File: src/source/stb_params.svh
// ========================================
// Widths and field positions shared by the
// store buffer entry. Include this file
// wherever a width or attribute bit is used
// ========================================
`ifndef STB_PARAMS_SVH
`define STB_PARAMS_SVH

// Address and data widths
`define STB_PADDR        40
`define STB_DATAW        64
`define STB_BYTEW        8

// Offsets inside a physical address
`define STB_LINE_OFF     6
`define STB_DW_OFF       3
`define STB_TAG_INDEX_W  8

// Bit positions in the 3-bit attribute field
`define STB_ATTR_CA      0
`define STB_ATTR_SO      1
`define STB_ATTR_BUF     2

`endif

File: src/source/stb_pkg.sv
// ========================================
// Types of the store buffer entry: state
// encoding, address views, create request,
// bus attributes and the write request
// ========================================
`include "stb_params.svh"

package stb_pkg;

  typedef enum logic [2:0] {
    IDLE  = 3'd0,
    FWD   = 3'd1,
    WCA   = 3'd2,
    MERGE = 3'd3,
    WBUS  = 3'd4
  } stb_state_e;

  // Line view for line compare and cache index
  typedef struct packed {
    logic [`STB_PADDR-`STB_LINE_OFF-1:0] line_addr;
    logic [`STB_LINE_OFF-1:0]            line_off;
  } stb_pa_line_t;

  // Doubleword view for hit check and offset zeroing
  typedef struct packed {
    logic [`STB_PADDR-`STB_DW_OFF-1:0] dw_addr;
    logic [`STB_DW_OFF-1:0]            byte_off;
  } stb_pa_dw_t;

  typedef union packed {
    stb_pa_line_t line;
    stb_pa_dw_t   dw;
  } stb_pa_u;

  typedef struct packed {
    stb_pa_u                pa;
    logic [`STB_DATAW-1:0]  data;
    logic [`STB_BYTEW-1:0]  bytes_vld;
    logic [2:0]             attr;
    logic [1:0]             size;
    logic [1:0]             priv_mode;
    logic                   lock;
    logic                   alct;
    logic                   cache_hit;
    logic                   src2_depd;
    logic [4:0]             src2_reg;
    logic [2:0]             shift;
    logic [3:0]             way;
    logic [1:0]             virt_idx;
  } stb_create_t;

  // Attributes as presented on the bus
  typedef struct packed {
    logic       wo;
    logic [2:0] size;
    logic [2:0] prot;
    logic [3:0] cache;
    logic       user;
  } stb_attr_t;

  typedef struct packed {
    logic [`STB_PADDR-1:0]  pa;
    logic [2:0]             size;
    logic [2:0]             prot;
    logic [3:0]             cache;
    logic                   user;
    logic [3:0]             way;
    logic [13:0]            idx;
    logic [`STB_DATAW-1:0]  data;
    logic [`STB_BYTEW-1:0]  bytes_vld;
  } stb_req_t;

endpackage

File: src/source/stb_create_decode.sv
// ========================================
// Create decode. Picks the route of a new
// store and builds its bus attributes.
// Purely combinational, feeds the FSM
// ========================================
`include "stb_params.svh"

module stb_create_decode
  import stb_pkg::*;
(
  input  stb_create_t create,
  input  logic        dcache_wb,
  output stb_state_e  route,
  output stb_attr_t   attr
);

  logic ca;
  logic so;
  logic buf_bit;
  logic wo;

  // ========================================
  // Attribute bits of the store
  // ========================================
  assign ca = create.attr[`STB_ATTR_CA];
  assign so = create.attr[`STB_ATTR_SO];

  // Write-ordered unless strongly ordered
  assign wo = ~so;

  // Cacheable stores follow the write-back mode
  assign buf_bit = ca ? dcache_wb : create.attr[`STB_ATTR_BUF];

  // ========================================
  // Route selection
  // ========================================
  always_comb begin
    if (create.cache_hit) begin
      route = WCA;
    end else if (ca && !create.lock) begin
      route = MERGE;
    end else begin
      route = WBUS;
    end
  end

  // ========================================
  // Bus attributes
  // ========================================
  always_comb begin
    attr.wo = wo;

    // Write-ordered stores go out as a full doubleword
    if (wo) begin
      attr.size = 3'b011;
    end else begin
      attr.size = {1'b0, create.size};
    end

    // Data access, privileged bit from the mode
    attr.prot  = {1'b0, 1'b1, create.priv_mode[0]};
    attr.user  = create.priv_mode[1];

    attr.cache = {create.alct, ca, wo, buf_bit};
  end

endmodule

File: src/source/stb_entry.sv
// ========================================
// One store buffer entry. Connects create
// decode, the entry FSM, the data path and
// the hit and request logic
// ========================================
`include "stb_params.svh"

module stb_entry
  import stb_pkg::*;
(
  input  logic                  stb_fsm_clk,
  input  logic                  cpurst_b,
  input  logic                  create_en,
  input  stb_create_t           create,
  input  logic                  dcache_wb,
  input  logic                  merge_req,
  input  logic [`STB_DATAW-1:0] merge_data,
  input  logic [`STB_BYTEW-1:0] merge_bytes_vld,
  input  logic                  merge_finish,
  input  stb_pa_u               dc_pa,
  input  logic [`STB_BYTEW-1:0] dc_bytes_vld,
  input  logic                  fwd_vld,
  input  logic [4:0]            fwd_dest_reg,
  input  logic [`STB_DATAW-1:0] fwd_data,
  input  logic                  wca_grant,
  input  logic                  wbus_cmplt,
  output logic                  entry_vld,
  output logic                  so_vld,
  output logic                  dcache_req,
  output logic                  biu_req,
  output logic                  merge_en,
  output logic                  pop_vld,
  output logic                  fwd_hit,
  output logic                  hit_addr,
  output logic                  hit_addr_wca,
  output logic                  hit_full,
  output logic                  hit_part,
  output logic                  hit_idx,
  output stb_req_t              req
);

  stb_state_e            route;
  stb_state_e            state;
  stb_attr_t             attr_dec;
  stb_attr_t             attr;
  logic                  bytes_full;
  logic [`STB_DATAW-1:0] data;
  logic [`STB_BYTEW-1:0] bytes_vld;
  stb_pa_u               pa_q;
  logic [1:0]            virt_idx_q;
  logic [3:0]            way_q;

  // Address, index and way captured at create
  always_ff @(posedge stb_fsm_clk) begin
    if (create_en) begin
      pa_q       <= create.pa;
      virt_idx_q <= create.virt_idx;
      way_q      <= create.way;
    end
  end

  stb_create_decode u_decode (
    .create    (create),
    .dcache_wb (dcache_wb),
    .route     (route),
    .attr      (attr_dec)
  );

  stb_entry_fsm u_fsm (
    .stb_fsm_clk  (stb_fsm_clk),
    .cpurst_b     (cpurst_b),
    .create_en    (create_en),
    .create       (create),
    .route        (route),
    .attr_in      (attr_dec),
    .dcache_wb    (dcache_wb),
    .fwd_hit      (fwd_hit),
    .bytes_full   (bytes_full),
    .merge_finish (merge_finish),
    .wca_grant    (wca_grant),
    .wbus_cmplt   (wbus_cmplt),
    .state        (state),
    .attr         (attr),
    .entry_vld    (entry_vld),
    .pop_vld      (pop_vld)
  );

  stb_entry_data u_data (
    .stb_fsm_clk     (stb_fsm_clk),
    .create_en       (create_en),
    .create          (create),
    .state           (state),
    .wo              (attr.wo),
    .hit_addr        (hit_addr),
    .merge_req       (merge_req),
    .merge_data      (merge_data),
    .merge_bytes_vld (merge_bytes_vld),
    .fwd_vld         (fwd_vld),
    .fwd_dest_reg    (fwd_dest_reg),
    .fwd_data        (fwd_data),
    .fwd_hit         (fwd_hit),
    .bytes_full      (bytes_full),
    .merge_en        (merge_en),
    .data            (data),
    .bytes_vld       (bytes_vld)
  );

  stb_entry_result u_result (
    .state        (state),
    .pa           (pa_q),
    .attr         (attr),
    .way          (way_q),
    .virt_idx     (virt_idx_q),
    .data         (data),
    .bytes_vld    (bytes_vld),
    .dc_pa        (dc_pa),
    .dc_bytes_vld (dc_bytes_vld),
    .hit_addr     (hit_addr),
    .hit_addr_wca (hit_addr_wca),
    .hit_full     (hit_full),
    .hit_part     (hit_part),
    .hit_idx      (hit_idx),
    .so_vld       (so_vld),
    .dcache_req   (dcache_req),
    .biu_req      (biu_req),
    .req          (req)
  );

endmodule

File: src/source/stb_entry_data.sv
// ========================================
// Entry data path. Loads store data at
// create, takes forwarded source data and
// merges later stores to the same doubleword
// ========================================
`include "stb_params.svh"

module stb_entry_data
  import stb_pkg::*;
(
  input  logic                  stb_fsm_clk,
  input  logic                  create_en,
  input  stb_create_t           create,
  input  stb_state_e            state,
  input  logic                  wo,
  input  logic                  hit_addr,
  input  logic                  merge_req,
  input  logic [`STB_DATAW-1:0] merge_data,
  input  logic [`STB_BYTEW-1:0] merge_bytes_vld,
  input  logic                  fwd_vld,
  input  logic [4:0]            fwd_dest_reg,
  input  logic [`STB_DATAW-1:0] fwd_data,
  output logic                  fwd_hit,
  output logic                  bytes_full,
  output logic                  merge_en,
  output logic [`STB_DATAW-1:0] data,
  output logic [`STB_BYTEW-1:0] bytes_vld
);

  logic [4:0]              src2_reg_q;
  logic [2:0]              shift_q;
  logic [2*`STB_DATAW-1:0] fwd_dbl;
  logic [`STB_DATAW-1:0]   fwd_rot;
  logic [`STB_DATAW-1:0]   merge_mask;
  logic                    merge_vld;

  // ========================================
  // Forwarding
  // ========================================
  assign fwd_hit = (state == FWD) && fwd_vld && (fwd_dest_reg == src2_reg_q);

  // Rotate right by shift bytes to put the data in byte lanes
  assign fwd_dbl = {fwd_data, fwd_data} >> {shift_q, 3'b000};
  assign fwd_rot = fwd_dbl[`STB_DATAW-1:0];

  // ========================================
  // Merging
  // ========================================
  assign merge_en  = (state == MERGE) && wo && hit_addr;
  assign merge_vld = merge_req && merge_en;

  always_comb begin
    for (int i = 0; i < `STB_BYTEW; i++) begin
      merge_mask[i*8 +: 8] = {8{merge_bytes_vld[i]}};
    end
  end

  // Data registers, create wins over forward and merge
  always_ff @(posedge stb_fsm_clk) begin
    if (create_en) begin
      data       <= create.data;
      bytes_vld  <= create.bytes_vld;
      src2_reg_q <= create.src2_reg;
      shift_q    <= create.shift;
    end else if (fwd_hit) begin
      data       <= fwd_rot;
    end else if (merge_vld) begin
      data       <= (merge_mask & merge_data) | (~merge_mask & data);
      bytes_vld  <= bytes_vld | merge_bytes_vld;
    end
  end

  assign bytes_full = &bytes_vld;

endmodule

File: src/source/stb_entry_fsm.sv
// ========================================
// Entry state machine. Tracks one store
// from create to pop and keeps its route,
// write-back mode and bus attributes
// ========================================
module stb_entry_fsm
  import stb_pkg::*;
(
  input  logic        stb_fsm_clk,
  input  logic        cpurst_b,
  input  logic        create_en,
  input  stb_create_t create,
  input  stb_state_e  route,
  input  stb_attr_t   attr_in,
  input  logic        dcache_wb,
  input  logic        fwd_hit,
  input  logic        bytes_full,
  input  logic        merge_finish,
  input  logic        wca_grant,
  input  logic        wbus_cmplt,
  output stb_state_e  state,
  output stb_attr_t   attr,
  output logic        entry_vld,
  output logic        pop_vld
);

  stb_state_e cur_state;
  stb_state_e next_state;
  stb_state_e route_q;
  logic       wb_q;

  // ========================================
  // State register
  // ========================================
  always_ff @(posedge stb_fsm_clk or negedge cpurst_b) begin
    if (!cpurst_b) begin
      cur_state <= IDLE;
    end else begin
      cur_state <= next_state;
    end
  end

  always_comb begin
    next_state = cur_state;
    case (cur_state)
      IDLE: begin
        if (create_en) begin
          // Wait for source data before taking the route
          next_state = create.src2_depd ? FWD : route;
        end
      end
      FWD: begin
        if (fwd_hit) begin
          next_state = route_q;
        end
      end
      WCA: begin
        if (wca_grant) begin
          next_state = wb_q ? IDLE : WBUS;
        end
      end
      MERGE: begin
        if (merge_finish || bytes_full) begin
          next_state = WBUS;
        end
      end
      WBUS: begin
        if (wbus_cmplt) begin
          next_state = IDLE;
        end
      end
      default: next_state = IDLE;
    endcase
  end

  // ========================================
  // Per-store control captured at create
  // ========================================
  always_ff @(posedge stb_fsm_clk or negedge cpurst_b) begin
    if (!cpurst_b) begin
      route_q <= IDLE;
      wb_q    <= 1'b0;
      attr    <= '0;
    end else if (create_en) begin
      route_q <= route;
      wb_q    <= dcache_wb;
      attr    <= attr_in;
    end
  end

  // Write-through stores still owe a bus write after the cache write
  assign pop_vld = (cur_state == WCA && wca_grant && wb_q) ||
                   (cur_state == WBUS && wbus_cmplt);

  assign entry_vld = (cur_state != IDLE);
  assign state     = cur_state;

endmodule

File: src/source/stb_entry_result.sv
// ========================================
// Entry result logic. Compares the entry
// address with the cache pipeline and
// presents the formatted write request
// ========================================
`include "stb_params.svh"

module stb_entry_result
  import stb_pkg::*;
(
  input  stb_state_e            state,
  input  stb_pa_u               pa,
  input  stb_attr_t             attr,
  input  logic [3:0]            way,
  input  logic [1:0]            virt_idx,
  input  logic [`STB_DATAW-1:0] data,
  input  logic [`STB_BYTEW-1:0] bytes_vld,
  input  stb_pa_u               dc_pa,
  input  logic [`STB_BYTEW-1:0] dc_bytes_vld,
  output logic                  hit_addr,
  output logic                  hit_addr_wca,
  output logic                  hit_full,
  output logic                  hit_part,
  output logic                  hit_idx,
  output logic                  so_vld,
  output logic                  dcache_req,
  output logic                  biu_req,
  output stb_req_t              req
);

  logic entry_vld;
  logic bytes_eq;
  logic bytes_ovl;

  assign entry_vld = (state != IDLE);

  // ========================================
  // Hit checks
  // ========================================
  assign hit_addr  = entry_vld && (dc_pa.dw.dw_addr == pa.dw.dw_addr);
  assign bytes_eq  = (dc_bytes_vld == bytes_vld);
  assign bytes_ovl = |(dc_bytes_vld & bytes_vld);

  assign hit_full     = hit_addr && bytes_eq;
  assign hit_part     = hit_addr && bytes_ovl && !bytes_eq;
  assign hit_addr_wca = hit_addr && bytes_ovl;

  // Same cache set, index bits just above the line offset
  assign hit_idx = entry_vld &&
                   (dc_pa.line.line_addr[`STB_TAG_INDEX_W-1:0] ==
                    pa.line.line_addr[`STB_TAG_INDEX_W-1:0]);

  // ========================================
  // Write request
  // ========================================
  assign dcache_req = (state == WCA);
  assign biu_req    = (state == WBUS);
  assign so_vld     = entry_vld && !attr.wo;

  always_comb begin
    // Write-ordered requests are doubleword aligned
    req.pa        = {pa.dw.dw_addr, attr.wo ? 3'b000 : pa.dw.byte_off};
    req.size      = attr.size;
    req.prot      = attr.prot;
    req.cache     = attr.cache;
    req.user      = attr.user;
    req.way       = way;
    req.idx       = {virt_idx, pa[11:0]};
    req.data      = data;
    req.bytes_vld = bytes_vld;
  end

endmodule

File: config.mk
export PLATFORM = sky130hd
export DESIGN_NAME = stb_entry
export DESIGN_NICKNAME = d
export VERILOG_FILES = /design/src/source/stb_pkg.sv /design/src/source/stb_create_decode.sv /design/src/source/stb_entry.sv /design/src/source/stb_entry_data.sv /design/src/source/stb_entry_fsm.sv /design/src/source/stb_entry_result.sv
export VERILOG_INCLUDE_DIRS = /design/src /design/src/source
export SDC_FILE = /design/constraint.sdc
export NUM_CORES = 1
export LEC_CHECK = 0
export BUFFER_PORTS_ARGS = -buffer_cell sky130_fd_sc_hd__buf_2
export CORE_AREA = 4 4 188 190
export DETAILED_ROUTE_END_ITERATION = 12
export DIE_AREA = 0 0 192 194
export SYNTH_ARGS = -nofsm -noshare
export SYNTH_HDL_FRONTEND = slang
export SYNTH_SLANG_ARGS = --single-unit
export TNS_END_PERCENT = 50
File: constraint.sdc
create_clock -name stb_fsm_clk -period 3.6 [get_ports stb_fsm_clk]
set_input_delay 0.72 -clock stb_fsm_clk [delete_from_list [all_inputs] [get_ports stb_fsm_clk]]
set_output_delay 0.72 -clock stb_fsm_clk [all_outputs]
set_load 0.05 [all_outputs]
---- Word level (Yosys, flattened, before mapping) ----
Index checks and enable logic that the tools add are counted.
storage, ports and cells
  bits in registers ....................... 144
  input bits .............................. 335
  output and inout bits ................... 153
  logic and storage cells ................. 84
operators by class
  equality and inequality tests ........... 14
  shift-type cells ........................ 1
  multiplexer cells ....................... 19
  bitwise gates (word level) .............. 7
  reduce and logical (&&, ||, !) cells .... 28
operator list
  operator            number
  $mux 64             3
  $and 64x64->64      2
  $shr 128x6->64      1
  $not 64->64         1
  $or 64x64->64       1
  $eq 37x37->1        1
  $mux 3              10
  $mux 8              3
  $eq 8x8->1          2
  $logic_and 1x1->1   15
  $pmux 3 s5          1
  $ne 2x2->1 const B  6
  $and 8x8->8         1
  $or 8x8->8          1
  $reduce_and 8->1    1
  $reduce_or 8->1     1
  $eq 3x2->1 const B  2
  $reduce_bool 3->1   2
  $eq 5x5->1          1
  $reduce_and 5->1    1
  $eq 3x1->1 const B  1
  $eq 3x3->1 const B  1
  $logic_not 1->1     3
  $logic_not 3->1     1
  6 further kinds     7

---- Depth between registers and ports, before layout ----
Gate-level depths: netlist of the first run.
  depth in word-level cells ............... 7
  mapped depth ............................ 9
  mapped depth without buffers ............ 6

---- Modules after synthesis ----
From an unflattened synthesis of the first run, not the netlist that was laid out.
unflattened totals
  cells, all modules ...................... 935
  area, all modules ....................... 10973.0 µm²
by module, submodules not included
  module             instances  cells each  area an instance (µm²)
  stb_entry_data     1          588         6927.9
  stb_entry_result   1          217         1681.6
  stb_entry          1          46          1381.3
  stb_entry_fsm      1          64          845.8
  stb_create_decode  1          20          136.4

---- Least setup slack after synthesis of the first run ----
Ideal clock, no wire load.
  kind .................................... flip-flop to output port
  start point ............................. reg pa_q[11] in the netlist's numbering
  end point ............................... out hit_addr_wca
  arrival time ............................ 3.429 ns
  required time ........................... 2.880 ns
  path slack .............................. -0.549 ns
  stages on the path, launching flop included .. 7
  path buffers ............................ 1
  cells stage by stage .................... edfxtp_1 -> xnor2_1 -> nand4_1 -> nor3_1 -> nand3_1 -> clkbuf_1 -> a21oi_1
between the ends
  cells in the longest elaborated chain, start to end .. 3
RTL lines
  item                    RTL line                text
  start, declared         stb_entry.sv:49         stb_pa_u pa_q;
  start signal, assigned  stb_entry.sv:56         pa_q <= create.pa;
  $eq 37x37->1            stb_entry_result.sv:40  assign hit_addr = entry_vld && (dc_pa.dw.dw_addr == pa.dw.dw_addr);
  $logic_and 1x1->1       stb_entry_result.sv:40
  $logic_and 1x1->1       stb_entry_result.sv:46  assign hit_addr_wca = hit_addr && bytes_ovl;
  end, declared           stb_entry.sv:35         output logic hit_addr_wca,
No other way between the ends.

---- Worst setup path in the final report of the first run ----
  start point ............................. reg pa_q[29] in the netlist's numbering
  end point ............................... out hit_addr
between the ends
  cells in the longest elaborated chain, start to end .. 2
RTL lines
  item               RTL line                text
  $eq 37x37->1       stb_entry_result.sv:40
  $logic_and 1x1->1  stb_entry_result.sv:40
  end, declared      stb_entry.sv:34         output logic hit_addr,
No other way between the ends.

==> impl_metrics.tcl, run 1 <==
set metrics [dict create \
    yosysTopAreaCellShare 0.403 \
    cts_buffer_depth 2 \
    layout-drive-gt1-share 0.543 \
    cellInternalPower_mw 3.68 \
    p_sw_frac 0.352 \
    post-route-util 0.382 \
    place_congestion 0.832 \
    required_ns 2.88 \
    maxCapViolations 0 \
    timing.rr.start "u_fsm.state[0]" \
    antenna_found_initial 6 \
    cts_max_level 4 \
    drcViolationCount 0 \
    p_leak_nw 5.18 \
    rows 67 \
    synth.distinct_cells 42 \
    synthFlopType "edfxtp_1" \
    power_frac_comb 0.313 \
    viasPerCell 5.02 \
    fp.dieH_um 194 \
    hold_viol 0 \
    layout.nets 1578 \
    synthTopCellsByArea "edfxtp_1 (40%), mux4_2 (15%), mux2_2 (8.8%)" \
    endpoint "hit_addr" \
    ir_drop_uv 300 \
    rsz0062_at_grt "no" \
    final-max-slew-violation-count 0 \
    critPathLaunch "pa_q[29]" \
    wl_met3_mm 4.15 \
    ctsHoldBuffers 0 \
    syn2layout_area_growth_pct 35.9 \
    cts_buffers 17 \
    cts_sinks 142 \
    synth_cells 788 \
    wl_met1_mm 14.9 \
    grt_start_max_net_pins 132 \
    worstHoldPathType "primary input to asynchronous set/reset pin" \
    highest_layer "met5" \
    drtIter0Drc 553 \
    core_mm2 0.0334 \
    nFillCells 3414 \
    fmax_mhz 298 \
    synth_most_common_cell "edfxtp_1" \
    start_kind "flip-flop" \
    fp.dieW_um 192 \
    overflow 0 \
    setup_tns_ns 0 \
    r2r_cells 7 \
    setup_ws_ns 0.249 \
    ys_ff_latch 142 \
    post-route-min-period_ns 3.35 \
    grt_pass1_vias 8701 \
    syn_area_per_cell_um2 11.9 \
    skew_ns 0.0148 \
    yosysTopAreaCell "edfxtp_1" \
    numPortBuffers 482 \
    synth-edff-count 126 \
    end_kind "output pin" \
    tightest_slew_ns 0.800 \
    fin_crit_sh 0.931 \
    routed_wl_mm 40.6 \
    crit_path_max_fanout 9 \
    synthesis.area_mm2 0.00939 \
    clk_latency_ns 0.45 \
    ys_async_sr_fraction 0.113 \
    final_area_mm2 0.0128 \
    first_pass_iters 5 \
    post_cts_buffers 0 \
    cts_tree "done" \
    ctsResizeCount 0 \
    yosys-top-cells-count "edfxtp_1 (126), nand2_1 (87), mux2_2 (73), a21oi_1 (70), nor2b_1 (69)" \
    vias 8520 \
    arrival_ns 2.63 \
    dp.final_hpwl_mm 32.7 \
    root_buffer "clkbuf_16" \
    wl_met2_mm 20.3 \
    status "complete, no violations" \
    p_per_area_mw_per_mm2 445 \
    dieArea_mm2 0.0372 \
    ant_nets 0 \
    p_switching_mw 2.00 \
    relSlewSlack 0.466 \
    io_pins 488 \
    placed_cell_area_mm2 0.0122 \
    post-place-ws_ns 0.367 \
    path_class "flip-flop to output pin" \
    ys_seq_area_frac 0.446 \
    track_usage 0.209 \
    seqPwrFrac 0.366 \
    yosys_warnings 0 \
    clkTransAtPathRegs_ns 0.07 \
    clkPwrFrac 0.321 \
    finalSetupViolCount 0 \
    grt_first_pass_wirelength_mm 56.9 \
    wire_per_inst_um 23.9 \
    ff2ff_setup_slack_ns 0.82 \
    start_util 0.281 \
]
-- metrics by stage --
| step | hold WS (ns) | instances | power, mW |
|---|---|---|---|
| 2_1_floorplan | 0.424 | 789 | 3.31 |
| 3_3_place_gp | 0.447 | 1664 | 3.88 |
| 3_5_place_dp | 0.455 | 1664 | 3.90 |
| 4_1_cts | 0.180 | 1696 | 5.75 |
| 5_1_grt | 0.200 | 1697 | 5.93 |
| 6_report | 0.205 | 1697 | 5.68 |
-- power by group through the flow --
| stage | clock network (mW) | registers (mW) | logic, mW |
|---|---|---|---|
| floorplan | 0 | 2.44 | 0.866 |
| global placement | 0 | 2.11 | 1.76 |
| detailed placement | 0 | 2.12 | 1.78 |
| CTS | 1.88 | 2.08 | 1.79 |
| global route | 1.93 | 2.10 | 1.89 |
| finish | 1.82 | 2.08 | 1.78 |
-- layout make-up --
class / count / area [µm²] / area share
multi-input combinational: 564 / 4740 / 0.372
clock buffer: 19 / 433 / 0.0339
sequential: 142 / 4180 / 0.328
antenna: 1 / 2.50 / 0.000196
clock inverter: 13 / 154 / 0.0121
timing repair buffer: 504 / 2660 / 0.209
tap: 448 / 561 / 0.0439
inverter: 6 / 22.5 / 0.00176
-- worst min-delay path by stage --
stage | startpoint | to
final | cpurst_b | u_fsm.wb_q
after global routing | cpurst_b | u_fsm.attr[3]
after floorplan | cpurst_b | u_fsm.attr[0]
after global placement | u_fsm.attr[6] | u_fsm.attr[6]
after CTS | cpurst_b | u_fsm.wb_q
after detailed placement | u_fsm.attr[6] | u_fsm.attr[6]
-- worst max-delay path, stage by stage (launching register included) --
cell      delay [ns]
edfxtp_1        0.48
xnor2_1         0.20
nand4_1         0.15
nor4_1          0.37
nand3_1         0.37
buf_4           0.31
inv_1           0.06
buf_2           0.25
-- cell usage in the layout (no fill, tap or decap), types with 2 or more instances in the layout --
cell type / n
bufinv_16: 2
nand2b_1: 2
nand2_1: 87
nand3_1: 4
inv_6: 3
clkinvlp_4: 2
clkbuf_1: 2
inv_8: 3
nor4_1: 6
a21oi_1: 69
buf_12: 6
clkbuf_16: 17
mux2_2: 73
nand4_1: 11
conb_1: 2
nor2_1: 22
dfrtp_1: 16
a31oi_1: 65
nor3_1: 4
o22a_1: 2
o21ai_0: 16
mux4_2: 64
buf_4: 17
edfxtp_1: 126
buf_2: 480
ha_1: 8
or2_2: 2
inv_1: 5
nor2b_1: 69
clkinv_2: 2
xnor2_1: 42
-- routing by layer --
layer,global-route usage,vias to the layer above
li1,-,3879
met1,0.235,4097
met2,0.364,477
met3,0.0780,57
met4,0.0737,10
met5,0,-
-- logic make-up after synthesis --
kind of cell	synth area share
flops	0.446
other cells	0.000399
buf+inv	0.0508
mux	0.242
simple gates	0.114
xor+xnor	0.0392
compound gates	0.0977
fa+ha+maj	0.0107
No activity file was read; power rests on OpenSTA's default activity.
==> inputs of run 2 (changes only) <==
--- a/config.mk
+++ b/config.mk
@@ -10,6 +10,7 @@
 export CORE_AREA = 4 4 188 190
 export DETAILED_ROUTE_END_ITERATION = 12
 export DIE_AREA = 0 0 192 194
+export PLACE_DENSITY = 0.63
 export SYNTH_ARGS = -nofsm -noshare
 export SYNTH_HDL_FRONTEND = slang
 export SYNTH_SLANG_ARGS = --single-unit
==> run 2 against run 1 <==
  * Sequential power about the same
  * Largest power group unchanged
  * Core utilization decreased by 0.052 points
  * Fmax rose by 0.47%
  * Critical path type unchanged
  * Via count up 0.20%
  * First-iteration DRC count decreased by 14%
  * Routed wire length shrank 0.31%
  * Largest cell class unchanged
==> impl_metrics.tcl, run 2 (synthesis results as in run 1) <==
set metrics [dict create \
    hold_viol 0 \
    rsz0062_at_grt "no" \
    root_buffer "clkbuf_16" \
    drcViolationCount 0 \
    viasPerCell 5.01 \
    final-max-slew-violation-count 0 \
    cts_max_level 4 \
    post-route-min-period_ns 3.34 \
    relSlewSlack 0.467 \
    layout_commonest_cell "buf_2" \
    clkTransAtPathRegs_ns 0.07 \
    cts_tree "done" \
    seqPwrFrac 0.371 \
    layout.nets 1577 \
    track_usage 0.210 \
    p_per_area_mw_per_mm2 439 \
    fp.dieW_um 192 \
    ir_drop_uv 306 \
    fmax_mhz 300 \
    final_area_mm2 0.0127 \
    setup_tns_ns 0 \
    ant_nets 0 \
    power_frac_comb 0.314 \
    start_kind "flip-flop" \
    grt_pass1_vias 8729 \
    place_congestion 0.813 \
    cts_buffers 17 \
    first_pass_iters 5 \
    core_mm2 0.0334 \
    grt_first_pass_wirelength_mm 57.1 \
    status "complete, no violations" \
    vias 8537 \
    power_mw 5.59 \
    post-route-util 0.381 \
    p_switching_mw 2.04 \
    clk_latency_ns 0.46 \
    dieArea_mm2 0.0372 \
    crit_path_max_fanout 6 \
    fp.dieH_um 194 \
    dp.final_hpwl_mm 33.0 \
    p_leak_nw 5.16 \
    antenna_found_initial 16 \
    numPortBuffers 482 \
    grt_start_max_net_pins 102 \
    overflow 0 \
    routed_wl_mm 40.5 \
    layout-drive-gt1-share 0.546 \
    wire_per_inst_um 23.8 \
    skew_ns 0.0187 \
    path_class "flip-flop to output pin" \
    start_util 0.281 \
    clkPwrFrac 0.315 \
    nFillCells 3401 \
    placed_cell_area_mm2 0.0121 \
    maxCapViolations 0 \
    tightest_slew_ns 0.799 \
    cellInternalPower_mw 3.55 \
    worstHoldPathType "primary input to asynchronous set/reset pin" \
    io_pins 488 \
    fin_crit_sh 0.926 \
    arrival_ns 2.62 \
    rows 67 \
    end_kind "output pin" \
    p_sw_frac 0.365 \
    finalSetupViolCount 0 \
    cts_buffer_depth 2 \
    layout_common_cells "buf_2 (481), edfxtp_1 (126), nand2_1 (87)" \
    syn2layout_area_growth_pct 35.7 \
    required_ns 2.88 \
    drtIter0Drc 475 \
    cts_sinks 142 \
]
run 2: cell types whose count changed in the layout (fill, tap and decap cells not counted), moves of 2 or more:
| cell | before | now |
|---|---|---|
| clkinv_8 | 0 | 2 |
| bufinv_16 | 2 | 0 |
| clkbuf_1 | 2 | 0 |
| diode_2 | 1 | 8 |
| buf_12 | 6 | 4 |
run 2: path summary, 6_finish.rpt:
| path | start | end | slack [ns] | cells after the start |
|---|---|---|---|---|
| max | pa_q[20] | hit_part | 0.26 | 6 |
| min | cpurst_b | u_fsm.route_q[1] | 0.19 | 1 |
| max reg2reg | u_fsm.state[0] | flip-flop | 0.88 | 7 |
| min reg2reg | u_fsm.attr[6] | u_fsm.attr[6] | 0.48 | 1 |
| max in group asynchronous | cpurst_b | u_fsm.attr[4] | 3.12 | 1 |
| min in group stb_fsm_clk | create[117] | pa_q[20] | 0.44 | 1 |
run 2: critical path, cell delays in order (launching register included):
cell	delay (ns)
edfxtp_1	0.50
xnor2_1	0.21
nand4_1	0.10
nor4_1	0.48
nand3_2	0.32
and3b_1	0.29
buf_2	0.25
run 2: per-layer routing:
layer | wire length [µm] | share of wire | GRT usage
met4 | 1260 | 0.031 | 0.0708
met1 | 14900 | 0.37 | 0.240
met3 | 4000 | 0.099 | 0.0790
met5 | 137 | 0.0034 | 0
met2 | 20100 | 0.50 | 0.360
run 2: power groups by stage:
stage	Combinational, mW	Clock [mW]	Sequential, mW
finish	1.76	1.76	2.07
global route	1.88	1.89	2.09
CTS	1.77	1.81	2.07
detailed placement	1.76	0	2.11
global placement	1.74	0	2.10
floorplan	0.866	0	2.44
run 2: timing repair:
item                       4_1_cts  5_1_grt
buffers inserted                 0        0
setup endpoints to repair        1        1
hold buffers                     0        0
resized for setup                1        1
run 2: stage by stage:
stage | hold WS (ns) | worst slack (ns) | cells
after floorplan | 0.424 | 0.0554 | 789
after global placement | 0.449 | 0.137 | 1663
after detailed placement | 0.459 | 0.0821 | 1663
after CTS | 0.176 | 0.0571 | 1695
after global routing | 0.197 | 0.0725 | 1699
final | 0.194 | 0.265 | 1703
run 2: area by class of cell:
cell class | count | area, µm² | area share
diodes | 8 | 20.0 | 0.00157
clock buffers | 17 | 425 | 0.0334
multi-input cells | 564 | 4750 | 0.373
inverters | 6 | 22.5 | 0.00177
clock inverters | 15 | 150 | 0.0118
well taps | 448 | 561 | 0.0440
flip-flops and latches | 142 | 4180 | 0.328
repair buffers | 503 | 2630 | 0.206
